==> src/verilog/gf_field_pkg.sv <==
`default_nettype none

package gf_field_pkg;

    localparam int NB_BYTE        = 8;
    localparam int NB_HALF_BYTE   = 4;
    localparam int NB_WORD        = 32;
    localparam int BYTES_PER_WORD = 4;
    localparam int FIFO_DEPTH     = 8;

    // Subfield over x^4 + x + 1 and extension over X^2 + X + LAMBDA
    localparam logic [NB_HALF_BYTE-1:0] LAMBDA       = 4'hC;
    localparam logic [NB_BYTE-1:0]      AFFINE_CONST = 8'h63;

    typedef logic [NB_BYTE-1:0]      byte_t;
    typedef logic [NB_HALF_BYTE-1:0] nibble_t;
    typedef logic [NB_WORD-1:0]      word_t;

    function automatic nibble_t gf4_mul(nibble_t x, nibble_t y);
        nibble_t acc;
        nibble_t a;
        acc = '0;
        a   = x;
        for (int i = 0; i < NB_HALF_BYTE; i++) begin
            if (y[i]) begin
                acc = acc ^ a;
            end
            // Shift by x, fold x^4 back as x + 1
            a = {a[NB_HALF_BYTE-2:0], 1'b0} ^ (a[NB_HALF_BYTE-1] ? 4'b0011 : 4'b0000);
        end
        return acc;
    endfunction

    function automatic nibble_t gf4_square(nibble_t x);
        return {x[3], x[3] ^ x[1], x[2], x[2] ^ x[0]};
    endfunction

    function automatic nibble_t gf4_mul_lambda(nibble_t x);
        return gf4_mul(x, LAMBDA);
    endfunction

    // Inverse as x^14 which keeps zero at zero
    function automatic nibble_t gf4_inverse(nibble_t x);
        nibble_t x2;
        nibble_t x4;
        nibble_t x8;
        x2 = gf4_square(x);
        x4 = gf4_square(x2);
        x8 = gf4_square(x4);
        return gf4_mul(gf4_mul(x2, x4), x8);
    endfunction

    // Product in GF((2^4)^2) with the high nibble as the coefficient of X
    function automatic byte_t gf8c_mul(byte_t a, byte_t b);
        nibble_t hh;
        hh = gf4_mul(a[NB_BYTE-1:NB_HALF_BYTE], b[NB_BYTE-1:NB_HALF_BYTE]);
        return {hh ^ gf4_mul(a[NB_BYTE-1:NB_HALF_BYTE], b[NB_HALF_BYTE-1:0])
                   ^ gf4_mul(a[NB_HALF_BYTE-1:0], b[NB_BYTE-1:NB_HALF_BYTE]),
                gf4_mul_lambda(hh) ^ gf4_mul(a[NB_HALF_BYTE-1:0], b[NB_HALF_BYTE-1:0])};
    endfunction

    // First root of x^8 + x^4 + x^3 + x + 1 found in the composite field
    function automatic byte_t aes_root();
        byte_t c;
        byte_t c2;
        byte_t c4;
        byte_t root;
        root = '0;
        for (int k = 2; k < 256; k++) begin
            c  = byte_t'(k);
            c2 = gf8c_mul(c, c);
            c4 = gf8c_mul(c2, c2);
            if (root == '0 &&
                (gf8c_mul(c4, c4) ^ c4 ^ gf8c_mul(c2, c) ^ c ^ 8'h01) == '0) begin
                root = c;
            end
        end
        return root;
    endfunction

    // Column i of a basis matrix sits at bits [8i +: 8]
    function automatic byte_t mat_apply(logic [NB_BYTE*NB_BYTE-1:0] m, byte_t b);
        byte_t r;
        r = '0;
        for (int i = 0; i < NB_BYTE; i++) begin
            if (b[i]) begin
                r = r ^ m[i*NB_BYTE +: NB_BYTE];
            end
        end
        return r;
    endfunction

    function automatic logic [NB_BYTE*NB_BYTE-1:0] build_iso_fwd();
        logic [NB_BYTE*NB_BYTE-1:0] m;
        byte_t                      beta;
        byte_t                      col;
        m    = '0;
        beta = aes_root();
        col  = 8'h01;
        for (int i = 0; i < NB_BYTE; i++) begin
            m[i*NB_BYTE +: NB_BYTE] = col;
            col = gf8c_mul(col, beta);
        end
        return m;
    endfunction

    function automatic logic [NB_BYTE*NB_BYTE-1:0] build_iso_inv(
        logic [NB_BYTE*NB_BYTE-1:0] fwd
    );
        logic [NB_BYTE*NB_BYTE-1:0] m;
        m = '0;
        for (int j = 0; j < NB_BYTE; j++) begin
            for (int a = 1; a < 256; a++) begin
                if (mat_apply(fwd, byte_t'(a)) == byte_t'(1 << j)) begin
                    m[j*NB_BYTE +: NB_BYTE] = byte_t'(a);
                end
            end
        end
        return m;
    endfunction

    localparam logic [NB_BYTE*NB_BYTE-1:0] ISO_FWD = build_iso_fwd();
    localparam logic [NB_BYTE*NB_BYTE-1:0] ISO_INV = build_iso_inv(ISO_FWD);

    function automatic byte_t iso_map(byte_t b);
        return mat_apply(ISO_FWD, b);
    endfunction

    function automatic byte_t iso_map_inv(byte_t b);
        return mat_apply(ISO_INV, b);
    endfunction

    function automatic byte_t rotl(byte_t b, int unsigned n);
        return byte_t'((b << n) | (b >> (NB_BYTE - n)));
    endfunction

    function automatic byte_t affine_fwd(byte_t b);
        return b ^ rotl(b, 1) ^ rotl(b, 2) ^ rotl(b, 3) ^ rotl(b, 4) ^ AFFINE_CONST;
    endfunction

    // Strip the constant, then the inverse linear part
    function automatic byte_t affine_inv(byte_t b);
        byte_t t;
        t = b ^ AFFINE_CONST;
        return rotl(t, 1) ^ rotl(t, 3) ^ rotl(t, 6);
    endfunction

endpackage

`default_nettype wire

==> src/verilog/gf_2to4_multiplier.sv <==
`timescale 1ns/10ps
`default_nettype none

module gf_2to4_multiplier #(
    parameter int PIPELINED = 1
) (
    input  wire                         i_clock,
    input  wire                         i_rst_n,
    input  wire gf_field_pkg::nibble_t  i_x,
    input  wire gf_field_pkg::nibble_t  i_y,
    output gf_field_pkg::nibble_t       o_prod
);

    gf_field_pkg::nibble_t prod;

    assign prod = gf_field_pkg::gf4_mul(i_x, i_y);

    generate
        if (PIPELINED != 0) begin : g_registered
            // One stage on the product
            always_ff @(posedge i_clock) begin
                if (!i_rst_n) begin
                    o_prod <= '0;
                end else begin
                    o_prod <= prod;
                end
            end
        end else begin : g_comb
            assign o_prod = prod;
        end
    endgenerate

endmodule

`default_nettype wire

==> src/verilog/multiplicative_inversion.sv <==
`timescale 1ns/10ps
`default_nettype none

module multiplicative_inversion (
    input  wire                       i_clock,
    input  wire                       i_rst_n,
    input  wire gf_field_pkg::byte_t  i_data,
    output gf_field_pkg::byte_t       o_mult_inverse
);

    localparam int PIPELINED = 1;

    gf_field_pkg::byte_t   delta;
    gf_field_pkg::nibble_t delta_h;
    gf_field_pkg::nibble_t delta_l;
    gf_field_pkg::nibble_t delta_hl;
    gf_field_pkg::nibble_t xto2_lambda;
    gf_field_pkg::nibble_t prod;
    gf_field_pkg::nibble_t norm;
    gf_field_pkg::nibble_t inv_norm;
    gf_field_pkg::nibble_t prod2_1;
    gf_field_pkg::nibble_t prod2_2;

    // Into the composite field
    assign delta    = gf_field_pkg::iso_map(i_data);
    assign delta_h  = delta[gf_field_pkg::NB_BYTE-1:gf_field_pkg::NB_HALF_BYTE];
    assign delta_l  = delta[gf_field_pkg::NB_HALF_BYTE-1:0];
    assign delta_hl = delta_h ^ delta_l;

    assign xto2_lambda = gf_field_pkg::gf4_mul_lambda(gf_field_pkg::gf4_square(delta_h));

    gf_2to4_multiplier #(
        .PIPELINED (0)
    ) u_gf_2to4_multiplier1 (
        .i_clock (i_clock),
        .i_rst_n (i_rst_n),
        .i_x     (delta_hl),
        .i_y     (delta_l),
        .o_prod  (prod)
    );

    // The subfield norm is the only value that needs a real inverse
    assign norm     = xto2_lambda ^ prod;
    assign inv_norm = gf_field_pkg::gf4_inverse(norm);

    gf_2to4_multiplier #(
        .PIPELINED (PIPELINED)
    ) u_gf_2to4_multiplier2_1 (
        .i_clock (i_clock),
        .i_rst_n (i_rst_n),
        .i_x     (inv_norm),
        .i_y     (delta_h),
        .o_prod  (prod2_1)
    );

    gf_2to4_multiplier #(
        .PIPELINED (PIPELINED)
    ) u_gf_2to4_multiplier2_2 (
        .i_clock (i_clock),
        .i_rst_n (i_rst_n),
        .i_x     (inv_norm),
        .i_y     (delta_hl),
        .o_prod  (prod2_2)
    );

    // Back to the AES polynomial basis
    assign o_mult_inverse = gf_field_pkg::iso_map_inv({prod2_1, prod2_2});

endmodule

`default_nettype wire

==> src/verilog/sbox_engine.sv <==
`timescale 1ns/10ps
`default_nettype none

module sbox_engine (
    input  wire                       i_clock,
    input  wire                       i_rst_n,
    input  wire                       i_valid,
    input  wire gf_field_pkg::byte_t  i_data,
    input  wire                       i_decrypt,
    output logic                      o_valid,
    output gf_field_pkg::byte_t       o_data
);

    gf_field_pkg::byte_t inv_in;
    gf_field_pkg::byte_t inv_out;
    logic                valid_q;
    logic                decrypt_q;

    // Inverse S-box undoes the affine step first
    assign inv_in = i_decrypt ? gf_field_pkg::affine_inv(i_data) : i_data;

    multiplicative_inversion u_multiplicative_inversion (
        .i_clock        (i_clock),
        .i_rst_n        (i_rst_n),
        .i_data         (inv_in),
        .o_mult_inverse (inv_out)
    );

    // Strobe and mode ride along with the inverter stage
    always_ff @(posedge i_clock) begin
        if (!i_rst_n) begin
            valid_q   <= 1'b0;
            decrypt_q <= 1'b0;
        end else begin
            valid_q   <= i_valid;
            decrypt_q <= i_decrypt;
        end
    end

    assign o_valid = valid_q;
    assign o_data  = decrypt_q ? inv_out : gf_field_pkg::affine_fwd(inv_out);

    a_valid_known : assert property (
        @(posedge i_clock) disable iff (!i_rst_n)
        !$isunknown(o_valid)
    );

endmodule

`default_nettype wire

==> src/verilog/sbox_subsystem_top.sv <==
`timescale 1ns/10ps
`default_nettype none

module sbox_subsystem_top (
    input  wire                       i_clock,
    input  wire                       i_rst_n,
    input  wire                       i_valid,
    input  wire gf_field_pkg::byte_t  i_data,
    input  wire                       i_decrypt,
    input  wire                       i_hold,
    output gf_field_pkg::word_t       o_word,
    output logic                      o_word_valid,
    output logic                      o_overflow
);

    logic                engine_valid;
    gf_field_pkg::byte_t engine_data;
    logic                rd_en;
    gf_field_pkg::byte_t fifo_rd_data;
    logic                fifo_empty;

    sbox_engine u_sbox_engine (
        .i_clock   (i_clock),
        .i_rst_n   (i_rst_n),
        .i_valid   (i_valid),
        .i_data    (i_data),
        .i_decrypt (i_decrypt),
        .o_valid   (engine_valid),
        .o_data    (engine_data)
    );

    sub_bytes_fifo u_sub_bytes_fifo (
        .i_clock    (i_clock),
        .i_rst_n    (i_rst_n),
        .i_wr_en    (engine_valid),
        .i_wr_data  (engine_data),
        .i_rd_en    (rd_en),
        .o_rd_data  (fifo_rd_data),
        .o_empty    (fifo_empty),
        .o_overflow (o_overflow)
    );

    word_assembler u_word_assembler (
        .i_clock      (i_clock),
        .i_rst_n      (i_rst_n),
        .i_hold       (i_hold),
        .i_empty      (fifo_empty),
        .i_rd_data    (fifo_rd_data),
        .o_rd_en      (rd_en),
        .o_word       (o_word),
        .o_word_valid (o_word_valid)
    );

endmodule

`default_nettype wire

==> src/verilog/sub_bytes_fifo.sv <==
`timescale 1ns/10ps
`default_nettype none

module sub_bytes_fifo (
    input  wire                       i_clock,
    input  wire                       i_rst_n,
    input  wire                       i_wr_en,
    input  wire gf_field_pkg::byte_t  i_wr_data,
    input  wire                       i_rd_en,
    output gf_field_pkg::byte_t       o_rd_data,
    output logic                      o_empty,
    output logic                      o_overflow
);

    localparam int DEPTH  = gf_field_pkg::FIFO_DEPTH;
    localparam int NB_PTR = $clog2(DEPTH);

    typedef logic [NB_PTR-1:0] ptr_t;
    typedef logic [NB_PTR:0]   count_t;

    gf_field_pkg::byte_t mem [DEPTH];
    ptr_t                wr_ptr;
    ptr_t                rd_ptr;
    count_t              count;
    logic                full;
    logic                do_wr;
    logic                do_rd;

    assign full    = (count == count_t'(DEPTH));
    assign o_empty = (count == '0);
    assign do_wr   = i_wr_en && !full;
    assign do_rd   = i_rd_en && !o_empty;

    // Head byte visible without a read cycle
    assign o_rd_data = mem[rd_ptr];

    always_ff @(posedge i_clock) begin
        if (do_wr) begin
            mem[wr_ptr] <= i_wr_data;
        end
    end

    always_ff @(posedge i_clock) begin
        if (!i_rst_n) begin
            wr_ptr     <= '0;
            rd_ptr     <= '0;
            count      <= '0;
            o_overflow <= 1'b0;
        end else begin
            if (do_wr) begin
                wr_ptr <= (wr_ptr == ptr_t'(DEPTH - 1)) ? '0 : wr_ptr + 1'b1;
            end
            if (do_rd) begin
                rd_ptr <= (rd_ptr == ptr_t'(DEPTH - 1)) ? '0 : rd_ptr + 1'b1;
            end
            if (do_wr && !do_rd) begin
                count <= count + 1'b1;
            end else if (do_rd && !do_wr) begin
                count <= count - 1'b1;
            end
            // A lost byte sets the flag until reset
            if (i_wr_en && full) begin
                o_overflow <= 1'b1;
            end
        end
    end

    a_no_read_empty : assert property (
        @(posedge i_clock) disable iff (!i_rst_n)
        i_rd_en |-> !o_empty
    );

    a_count_bound : assert property (
        @(posedge i_clock) disable iff (!i_rst_n)
        count <= count_t'(DEPTH)
    );

endmodule

`default_nettype wire

==> src/verilog/word_assembler.sv <==
`timescale 1ns/10ps
`default_nettype none

module word_assembler (
    input  wire                       i_clock,
    input  wire                       i_rst_n,
    input  wire                       i_hold,
    input  wire                       i_empty,
    input  wire gf_field_pkg::byte_t  i_rd_data,
    output logic                      o_rd_en,
    output gf_field_pkg::word_t       o_word,
    output logic                      o_word_valid
);

    localparam int NB_CNT = $clog2(gf_field_pkg::BYTES_PER_WORD);

    typedef logic [NB_CNT-1:0] byte_cnt_t;

    gf_field_pkg::word_t shift_reg;
    gf_field_pkg::word_t next_word;
    byte_cnt_t           byte_cnt;

    assign o_rd_en = !i_empty && !i_hold;

    // Earlier bytes move up, newest enters at the bottom
    assign next_word = {shift_reg[gf_field_pkg::NB_WORD-gf_field_pkg::NB_BYTE-1:0], i_rd_data};

    always_ff @(posedge i_clock) begin
        if (o_rd_en) begin
            shift_reg <= next_word;
        end
        if (o_rd_en && byte_cnt == byte_cnt_t'(gf_field_pkg::BYTES_PER_WORD - 1)) begin
            o_word <= next_word;
        end
    end

    always_ff @(posedge i_clock) begin
        if (!i_rst_n) begin
            byte_cnt     <= '0;
            o_word_valid <= 1'b0;
        end else begin
            o_word_valid <= o_rd_en &&
                            byte_cnt == byte_cnt_t'(gf_field_pkg::BYTES_PER_WORD - 1);
            if (o_rd_en) begin
                byte_cnt <= byte_cnt + 1'b1;
            end
        end
    end

    a_word_pulse : assert property (
        @(posedge i_clock) disable iff (!i_rst_n)
        o_word_valid |=> !o_word_valid
    );

endmodule

`default_nettype wire
==> config.mk <==
export PLATFORM = sky130hd
export DESIGN_NAME = sbox_subsystem_top
export DESIGN_NICKNAME = d
export VERILOG_FILES = /design/src/verilog/gf_field_pkg.sv /design/src/verilog/gf_2to4_multiplier.sv /design/src/verilog/multiplicative_inversion.sv /design/src/verilog/sbox_engine.sv /design/src/verilog/sbox_subsystem_top.sv /design/src/verilog/sub_bytes_fifo.sv /design/src/verilog/word_assembler.sv
export SDC_FILE = /design/constraint.sdc
export NUM_CORES = 1
export LEC_CHECK = 0
export BUFFER_PORTS_ARGS = -buffer_cell sky130_fd_sc_hd__buf_2
export CAP_MARGIN = 20
export CORE_MARGIN = 5
export CORE_UTILIZATION = 40
export DETAILED_ROUTE_END_ITERATION = 6
export GPL_TIMING_DRIVEN = 0
export PLACE_DENSITY = 0.68
export SLEW_MARGIN = 25
export SYNTH_ARGS = -nofsm -noshare
export SYNTH_HDL_FRONTEND = slang
export SYNTH_SLANG_ARGS = --single-unit
export TNS_END_PERCENT = 20
==> constraint.sdc <==
create_clock -name i_clock -period 7.29 [get_ports i_clock]
set_input_delay 1.458 -clock i_clock [delete_from_list [all_inputs] [get_ports i_clock]]
set_output_delay 1.458 -clock i_clock [all_outputs]
set_load 0.005 [all_outputs]
Yosys cells after proc, flatten, opt, wreduce, memory -nomap -nowiden
Memories as Yosys holds them, arrays and structs flattened. A register that Yosys moved wholly into a read port is not among the register bits.
Cells that the tools add are included.
{"block": "totals", "regBits": 80, "latch_bits": 0, "ram_bits": 64, "romBits": 0, "input_bits": 13, "out_inout_bits": 34, "wordCells": 167, "n_memories": 1}
{"memory": "u_sub_bytes_fifo.mem", "depth": 8, "width": 8, "rd": 1, "rd_clocked_by_memory_dff": 1, "wr": 1, "line": "sub_bytes_fifo.sv:21", "rtl": "gf_field_pkg::byte_t mem [DEPTH];"}
{"block": "op_classes", "add_sub_neg": 5, "mul": 0, "n_div": 0, "magnitude_cmp": 0, "n_eq_ne": 4, "n_shift": 0, "mux": 61, "bitwise_logic": 70, "n_reduce_logical": 14}
{"op": "XOR 4 bit", "n": 24}
{"op": "2-to-1 mux 4 bit", "n": 22}
{"op": "2-to-1 mux 8 bit", "n": 7}
{"op": "XOR 8 bit", "n": 6}
{"op": "XOR 4 x 2 -> 4 bit", "n": 9}
{"op": "2-to-1 mux 2 bit", "n": 16}
{"op": "2-to-1 mux 7 bit", "n": 4}
{"op": "2-to-1 mux 6 bit", "n": 4}
{"op": "NOT 4 bit", "n": 6}
{"op": "OR 8 x 1 -> 8 bit", "n": 2}
{"op": "OR 8 x 3 -> 8 bit", "n": 2}
{"op": "2-to-1 mux 3 bit", "n": 4}
{"op": "OR 8 x 2 -> 8 bit", "n": 1}
{"op": "OR 8 x 4 -> 8 bit", "n": 1}
{"op": "OR 8 x 6 -> 8 bit", "n": 1}
{"op": "XOR 1 bit", "n": 8}
{"op": "logical AND 1 bit", "n": 7}
{"op": "adder 3 x 1 -> 3 bit, second input constant", "n": 2}
{"op": "== test 3 bit, second input constant", "n": 2}
{"op": "NOT 2 bit", "n": 3}
{"op": "NOT 3 bit", "n": 2}
{"op": "NOT 6 bit", "n": 1}
{"op": "zero test 1 bit", "n": 5}
{"op": "NOT 4 -> 5 bit", "n": 1}
{"op": "11 further kinds", "n": 14}

Depth between registers and ports, before layout
{"block": "logic_depth", "word_depth": 55, "ltp_mapped": 31, "depth_no_buf": 24}

By module
A second synthesis with hierarchy kept.
{"block": "hier_totals", "hier_cells": 640, "area_unflattened_um2": 8105.3}
{"module": "sub_bytes_fifo", "instances": 1, "cells_per_inst": 171, "area_each_um2": 3206.8, "seq_area_each_um2": 2202.1}
{"module": "word_assembler", "instances": 1, "cells_per_inst": 69, "area_each_um2": 1808.0, "seq_area_each_um2": 1741.7}
{"module": "multiplicative_inversion", "instances": 1, "cells_per_inst": 208, "area_each_um2": 1507.7, "seq_area_each_um2": 0.0}
{"module": "gf_2to4_multiplier (u_sbox_engine.u_multiplicative_inversion.u_gf_2to4_multiplier2_1 ...)", "instances": 2, "cells_per_inst": 48, "area_each_um2": 406.6, "seq_area_each_um2": 80.1}
{"module": "sbox_engine", "instances": 1, "cells_per_inst": 61, "area_each_um2": 515.5, "seq_area_each_um2": 40.0}
{"module": "gf_2to4_multiplier (u_sbox_engine.u_multiplicative_inversion.u_gf_2to4_multiplier1)", "instances": 1, "cells_per_inst": 35, "area_each_um2": 254.0, "seq_area_each_um2": 0.0}

Worst setup path before layout
Ideal clock, no wire load.
{"block": "synth_timing", "kind": "input -> register", "from": "input port i_data[1]", "to": "register u_sbox_engine.u_multiplicative_inversion.u_gf_2to4_multiplier2_2.o_prod[1]", "setup_ps": 132, "t_arrival_ps": 7442, "t_required_ps": 7158, "path_slack_ps": -284, "stages": 29, "path_buffers": 5, "path_cell_list": "buf_4 -> xor3_1 -> mux2i_1 -> xnor2_1 -> xnor2_1 -> inv_1 -> ha_1 -> clkbuf_1 -> inv_1 -> xnor3_1 -> nor2b_1 -> nor4_1 -> o21ai_1 -> and2_4 -> buf_6 -> nand2_2 -> nand2b_1 -> ha_1 -> clkbuf_1 -> or2_2 -> or4_1 -> o31a_1 -> o211ai_1 -> or2_4 -> buf_6 -> nor3_1 -> a311oi_1 -> a31o_1 -> a21oi_1"}
{"block": "synth_via", "elab_chain_len": 47, "elab_cells_between_ends": 88, "cone_classes": "mux (39); bitwise (49)"}
{"item": "from (decl)", "line": "sbox_subsystem_top.sv:8", "rtl": "input wire gf_field_pkg::byte_t i_data,"}
{"item": "NOT 4 bit (no source line)"}
{"item": "OR 8 x 1 -> 8 bit", "line": "gf_field_pkg.sv:134", "rtl": "return byte_t'((b << n) | (b >> (NB_BYTE - n)));"}
{"item": "XOR 8 bit (2 in series)", "line": "gf_field_pkg.sv:145", "rtl": "return rotl(t, 1) ^ rotl(t, 3) ^ rotl(t, 6);"}
{"item": "2-to-1 mux 8 bit (*)", "line": "sbox_engine.sv:20", "rtl": "assign inv_in = i_decrypt ? gf_field_pkg::affine_inv(i_data) : i_data;"}
{"item": "2-to-1 mux 7 bit", "line": "gf_field_pkg.sv:86", "rtl": "if (b[i]) begin"}
{"item": "NOT 4 bit (no source line)"}
{"item": "2-to-1 mux 7 bit", "line": "gf_field_pkg.sv:86"}
{"item": "NOT 3 bit (no source line)"}
{"item": "[... 30 more ...]"}
{"item": "2-to-1 mux 4 bit or 2-to-1 mux 2 bit (tied branches)", "line": "gf_field_pkg.sv:25, gf_field_pkg.sv:29"}
{"item": "2-to-1 mux 4 bit or XOR 4 bit (tied branches)", "line": "gf_field_pkg.sv:25, gf_field_pkg.sv:29"}
{"item": "XOR 4 bit", "line": "gf_field_pkg.sv:26", "rtl": "acc = acc ^ a;"}
{"item": "2-to-1 mux 4 bit", "line": "gf_field_pkg.sv:25", "rtl": "if (y[i]) begin"}
{"item": "XOR 4 bit", "line": "gf_field_pkg.sv:26"}
{"item": "2-to-1 mux 4 bit", "line": "gf_field_pkg.sv:25"}
{"item": "XOR 4 bit", "line": "gf_field_pkg.sv:26"}
{"item": "2-to-1 mux 4 bit (*)", "line": "gf_field_pkg.sv:25"}
{"item": "to (signal assigned)", "line": "gf_2to4_multiplier.sv:25", "rtl": "o_prod <= prod;"}
{"item": "to (decl)", "line": "gf_2to4_multiplier.sv:11", "rtl": "output gf_field_pkg::nibble_t o_prod"}
Every way passes the cells marked *; elsewhere a longest branch is shown, timed or not.
A chain may end at the register's enable or synchronous reset.

Final worst setup path
{"block": "layout_timing", "from": "input port i_data[7]", "to": "register u_sbox_engine.u_multiplicative_inversion.u_gf_2to4_multiplier2_2.o_prod[1]"}
{"block": "layout_via", "elab_chain_len": 46, "elab_cells_between_ends": 89, "cone_classes": "mux (40); bitwise (49)"}
{"item": "OR 8 x 1 -> 8 bit or OR 8 x 3 -> 8 bit (tied branches)", "line": "gf_field_pkg.sv:134"}
{"item": "XOR 8 bit (2 in series)", "line": "gf_field_pkg.sv:145"}
{"item": "2-to-1 mux 8 bit (*)", "line": "sbox_engine.sv:20"}
{"item": "2-to-1 mux 1 bit or 2-to-1 mux 7 bit (tied branches)", "line": "gf_field_pkg.sv:86"}
{"item": "NOT 1 -> 2 bit (no source line) or NOT 4 bit (tied branches)"}
{"item": "2-to-1 mux 6 bit or 2-to-1 mux 7 bit (tied branches)", "line": "gf_field_pkg.sv:86"}
{"item": "2-to-1 mux 7 bit or NOT 3 bit (tied branches)"}
{"item": "2-to-1 mux 7 bit or 2-to-1 mux 6 bit (tied branches)", "line": "gf_field_pkg.sv:86"}
{"item": "[... 29 more ...]"}
{"item": "2-to-1 mux 4 bit or 2-to-1 mux 2 bit (tied branches)", "line": "gf_field_pkg.sv:25, gf_field_pkg.sv:29"}
{"item": "2-to-1 mux 4 bit or XOR 4 bit (tied branches)", "line": "gf_field_pkg.sv:25, gf_field_pkg.sv:29"}
{"item": "XOR 4 bit", "line": "gf_field_pkg.sv:26"}
{"item": "2-to-1 mux 4 bit", "line": "gf_field_pkg.sv:25"}
{"item": "XOR 4 bit", "line": "gf_field_pkg.sv:26"}
{"item": "2-to-1 mux 4 bit", "line": "gf_field_pkg.sv:25"}
{"item": "XOR 4 bit", "line": "gf_field_pkg.sv:26"}
{"item": "2-to-1 mux 4 bit (*)", "line": "gf_field_pkg.sv:25"}
Marks and branches as above.

==> results.toml <==
[outcome]
status = "finished, final reports clean"

[worst_hold_path]
worstHoldStart = "u_word_assembler.shift_reg[16]$_DFFE_PP_"
hold_class = "register to register"
whs_path_depth = 0
holdPathEnd = "u_word_assembler.o_word[24]$_DFFE_PP_"

[floorplanning]
start_util_pct = 40.8
die_w_microns = 151
io_pins = 47
chipHeight_microns = 151
core_area_sq_mm = 0.0195
die-area_sq_mm = 0.0229
rows = 51

[clock_network]
cts_tree = "built"
h-tree-depth = 4
hold_buffers = 0
cts_sinks = 147
cts_buffers = 17
clk_pin_slew_ns = 0.06
ctsRootBufferMaster = "clkbuf_16"
clk_path_buf_depth = 2
clk_latency_ns = 0.41

[route]
drt-total-wl_microns = 16300
drt_first_iter_violations = 295
drt_pass1_iterations = 5
wl_per_cell_microns = 16.8
ant_nets = 0
wl_met3_microns = 811
wl_met1_microns = 6990
routed.top_layer = "met4"
vias = 5325
route.detailed.drc = 0
dr_wl_met2_microns = 8330
viasPerCell = 5.47

[critical_path]
startpoint = "i_data[7]"
r2r_slack_ns = 4.21
timing.rr.start = "u_sub_bytes_fifo.count[0]$_SDFFE_PN0P_"
critPathSlowestCell = "or4_1"
r2r_end = "u_sub_bytes_fifo.count[3]$_SDFFE_PN0P_"
critical_path_arrival_ns = 7.22
crit_path_start_kind = "input pin"
max_stage_delay_ns = 0.41
critPathMaxFanout = 10
cp-end-kind = "register"
required_ns = 7.56
reg2regPathDepth = 12
worst-setup-path-type = "input pin to register"

[sta]
setup_viol_count_final = 0
fin_ws_ns = 0.340
fmax_mhz = 144
hold_violations = 0
slew_viol_final = 0
worst_slew_pin_slew_ns = 0.896
rsz0062_at_grt = "false"
period_needed_ns = 6.95
slew_headroom_pct = 39.9
timing.final.crit_share_pct = 95.3
fin_skew_ns = 0.00855

[placed_design]
dp_hpwl_microns = 11400
place_congestion = 0.913
numPortBuffers = 39
dpl.cell_count = 928
pre_cts_slack_ns = -1.02

[logic_synthesis]
ys.flop_type = "edfxtp_1"
synthArstFlopShare_pct = 0
synth_edf_count = 120
ys_types = 84
synthCells = 622
synth-seq-cells = 147
yosysSeqAreaShare_pct = 52.0
yosys_warnings = 0
yosysTopAreaCellShare_pct = 45.2
syn_area_per_cell_sq_um = 12.8
netlist_top_cells_area = "edfxtp_1 45%, dfxtp_1 6.8%, xnor2_1 5.5%"
synth_top_area_cell = "edfxtp_1"
syn-num-nets = 646
synth_area_sq_mm = 0.00797

[global_routing]
grt_pass1_wl_microns = 26500
grt_usage_pct = 14.5
antenna_found_initial = 0
grt_max_degree = 33
grt.overflow.total = 0
grt_pass1_vias = 5212

[finish]
layout_common_cells = "120 x edfxtp_1, 53 x nor2_1, 47 x buf_2, 46 x xnor2_1, 36 x nand2_1"
syn2layout_area_growth_pct = 17.8
utilization_pct = 48.1
largest_reg_flops = 64
layoutNonFillerInstCount = 974
diodes = 0
mostFrequentLayoutCell = "edfxtp_1"
fin_nets = 720
drive_gt1_share_pct = 26.4

[job]
drv_cap = 0
-- worst max path at each step --
stage / to / slack, ns / cells past startpoint
finish: register / 0.34 / 29
floorplan: register / 0.02 / 27
detailed placement: register / -1.02 / 27
global placement: register / -0.94 / 27
CTS: register / 0.02 / 29
global route: register / 0.01 / 23
-- layer usage --
metal,vias to the layer above,GRT usage [%]
li1,2504,-
met5,-,0
met1,2610,18.0
met2,185,25.9
met3,26,2.63
met4,0,4.08
-- cell families (layout without fill, tap and decap cells) --
group	Yosys count	count (layout)	share of synthesized area (%)
flip-flops	147	147	52.0
buffers and inverters	46	133	2.93
adder cells (fa/ha/maj)	12	12	1.95
XOR/XNOR	92	92	13.7
AND/OR/NAND/NOR	172	172	10.6
multiplexers	49	49	9.24
AO/OA/AOI/OAI	104	104	9.67
-- area by class of cell --
cell class	count	area [sq um]
Tap cell	265	332
Buffer	35	205
Sequential cell	147	4140
Multi-Input combinational cell	429	3750
Timing Repair Buffer	55	333
Fill cell	1696	10100
Clock inverter	15	165
Inverter	11	43.8
Clock buffer	17	425
-- cells in the mapped netlist, drive strengths merged (9+ instances only) --
master  count
buf        19
o21ai      16
xnor2      54
mux4       16
mux2i      22
a21oi      27
nand3       9
nor3       23
and2        9
nor2       55
inv        11
xor2       21
nand2      37
xnor3      12
mux2       11
clkbuf     16
edfxtp    120
ha         10
dfxtp      27
-- stage by stage --
step	area (sq um)	hold WS (ns)	setup TNS [ns]
CTS	9240	0.426	0
global route	9390	0.437	0
floorplan	7990	0.400	0
finish	9390	0.429	0
detailed placement	8590	0.411	-6.64
global placement	8520	0.404	-5.92
-- critical path: cells and delay by family --
kind / cells / cell delay [ns]
AOI/OAI and AO/OA: 6 / 1.17
xor gates and xnor gates: 3 / 0.81
buffers and inverters: 7 / 1.00
adders and majority gates: 2 / 0.49
and+or+nand+nor: 11 / 2.27
-- repair_timing --
| item | CTS | global route |
|---|---|---|
| pin swaps | 5 | 10 |
| setup buffers | 3 | 11 |
| endpoints found under the setup margin | 8 | 8 |
| resized for setup | 9 | 18 |
| cloned | 0 | 0 |
Power is not shown: default switching activity piles up to over one toggle a cycle in this logic, so the estimate is an artifact.
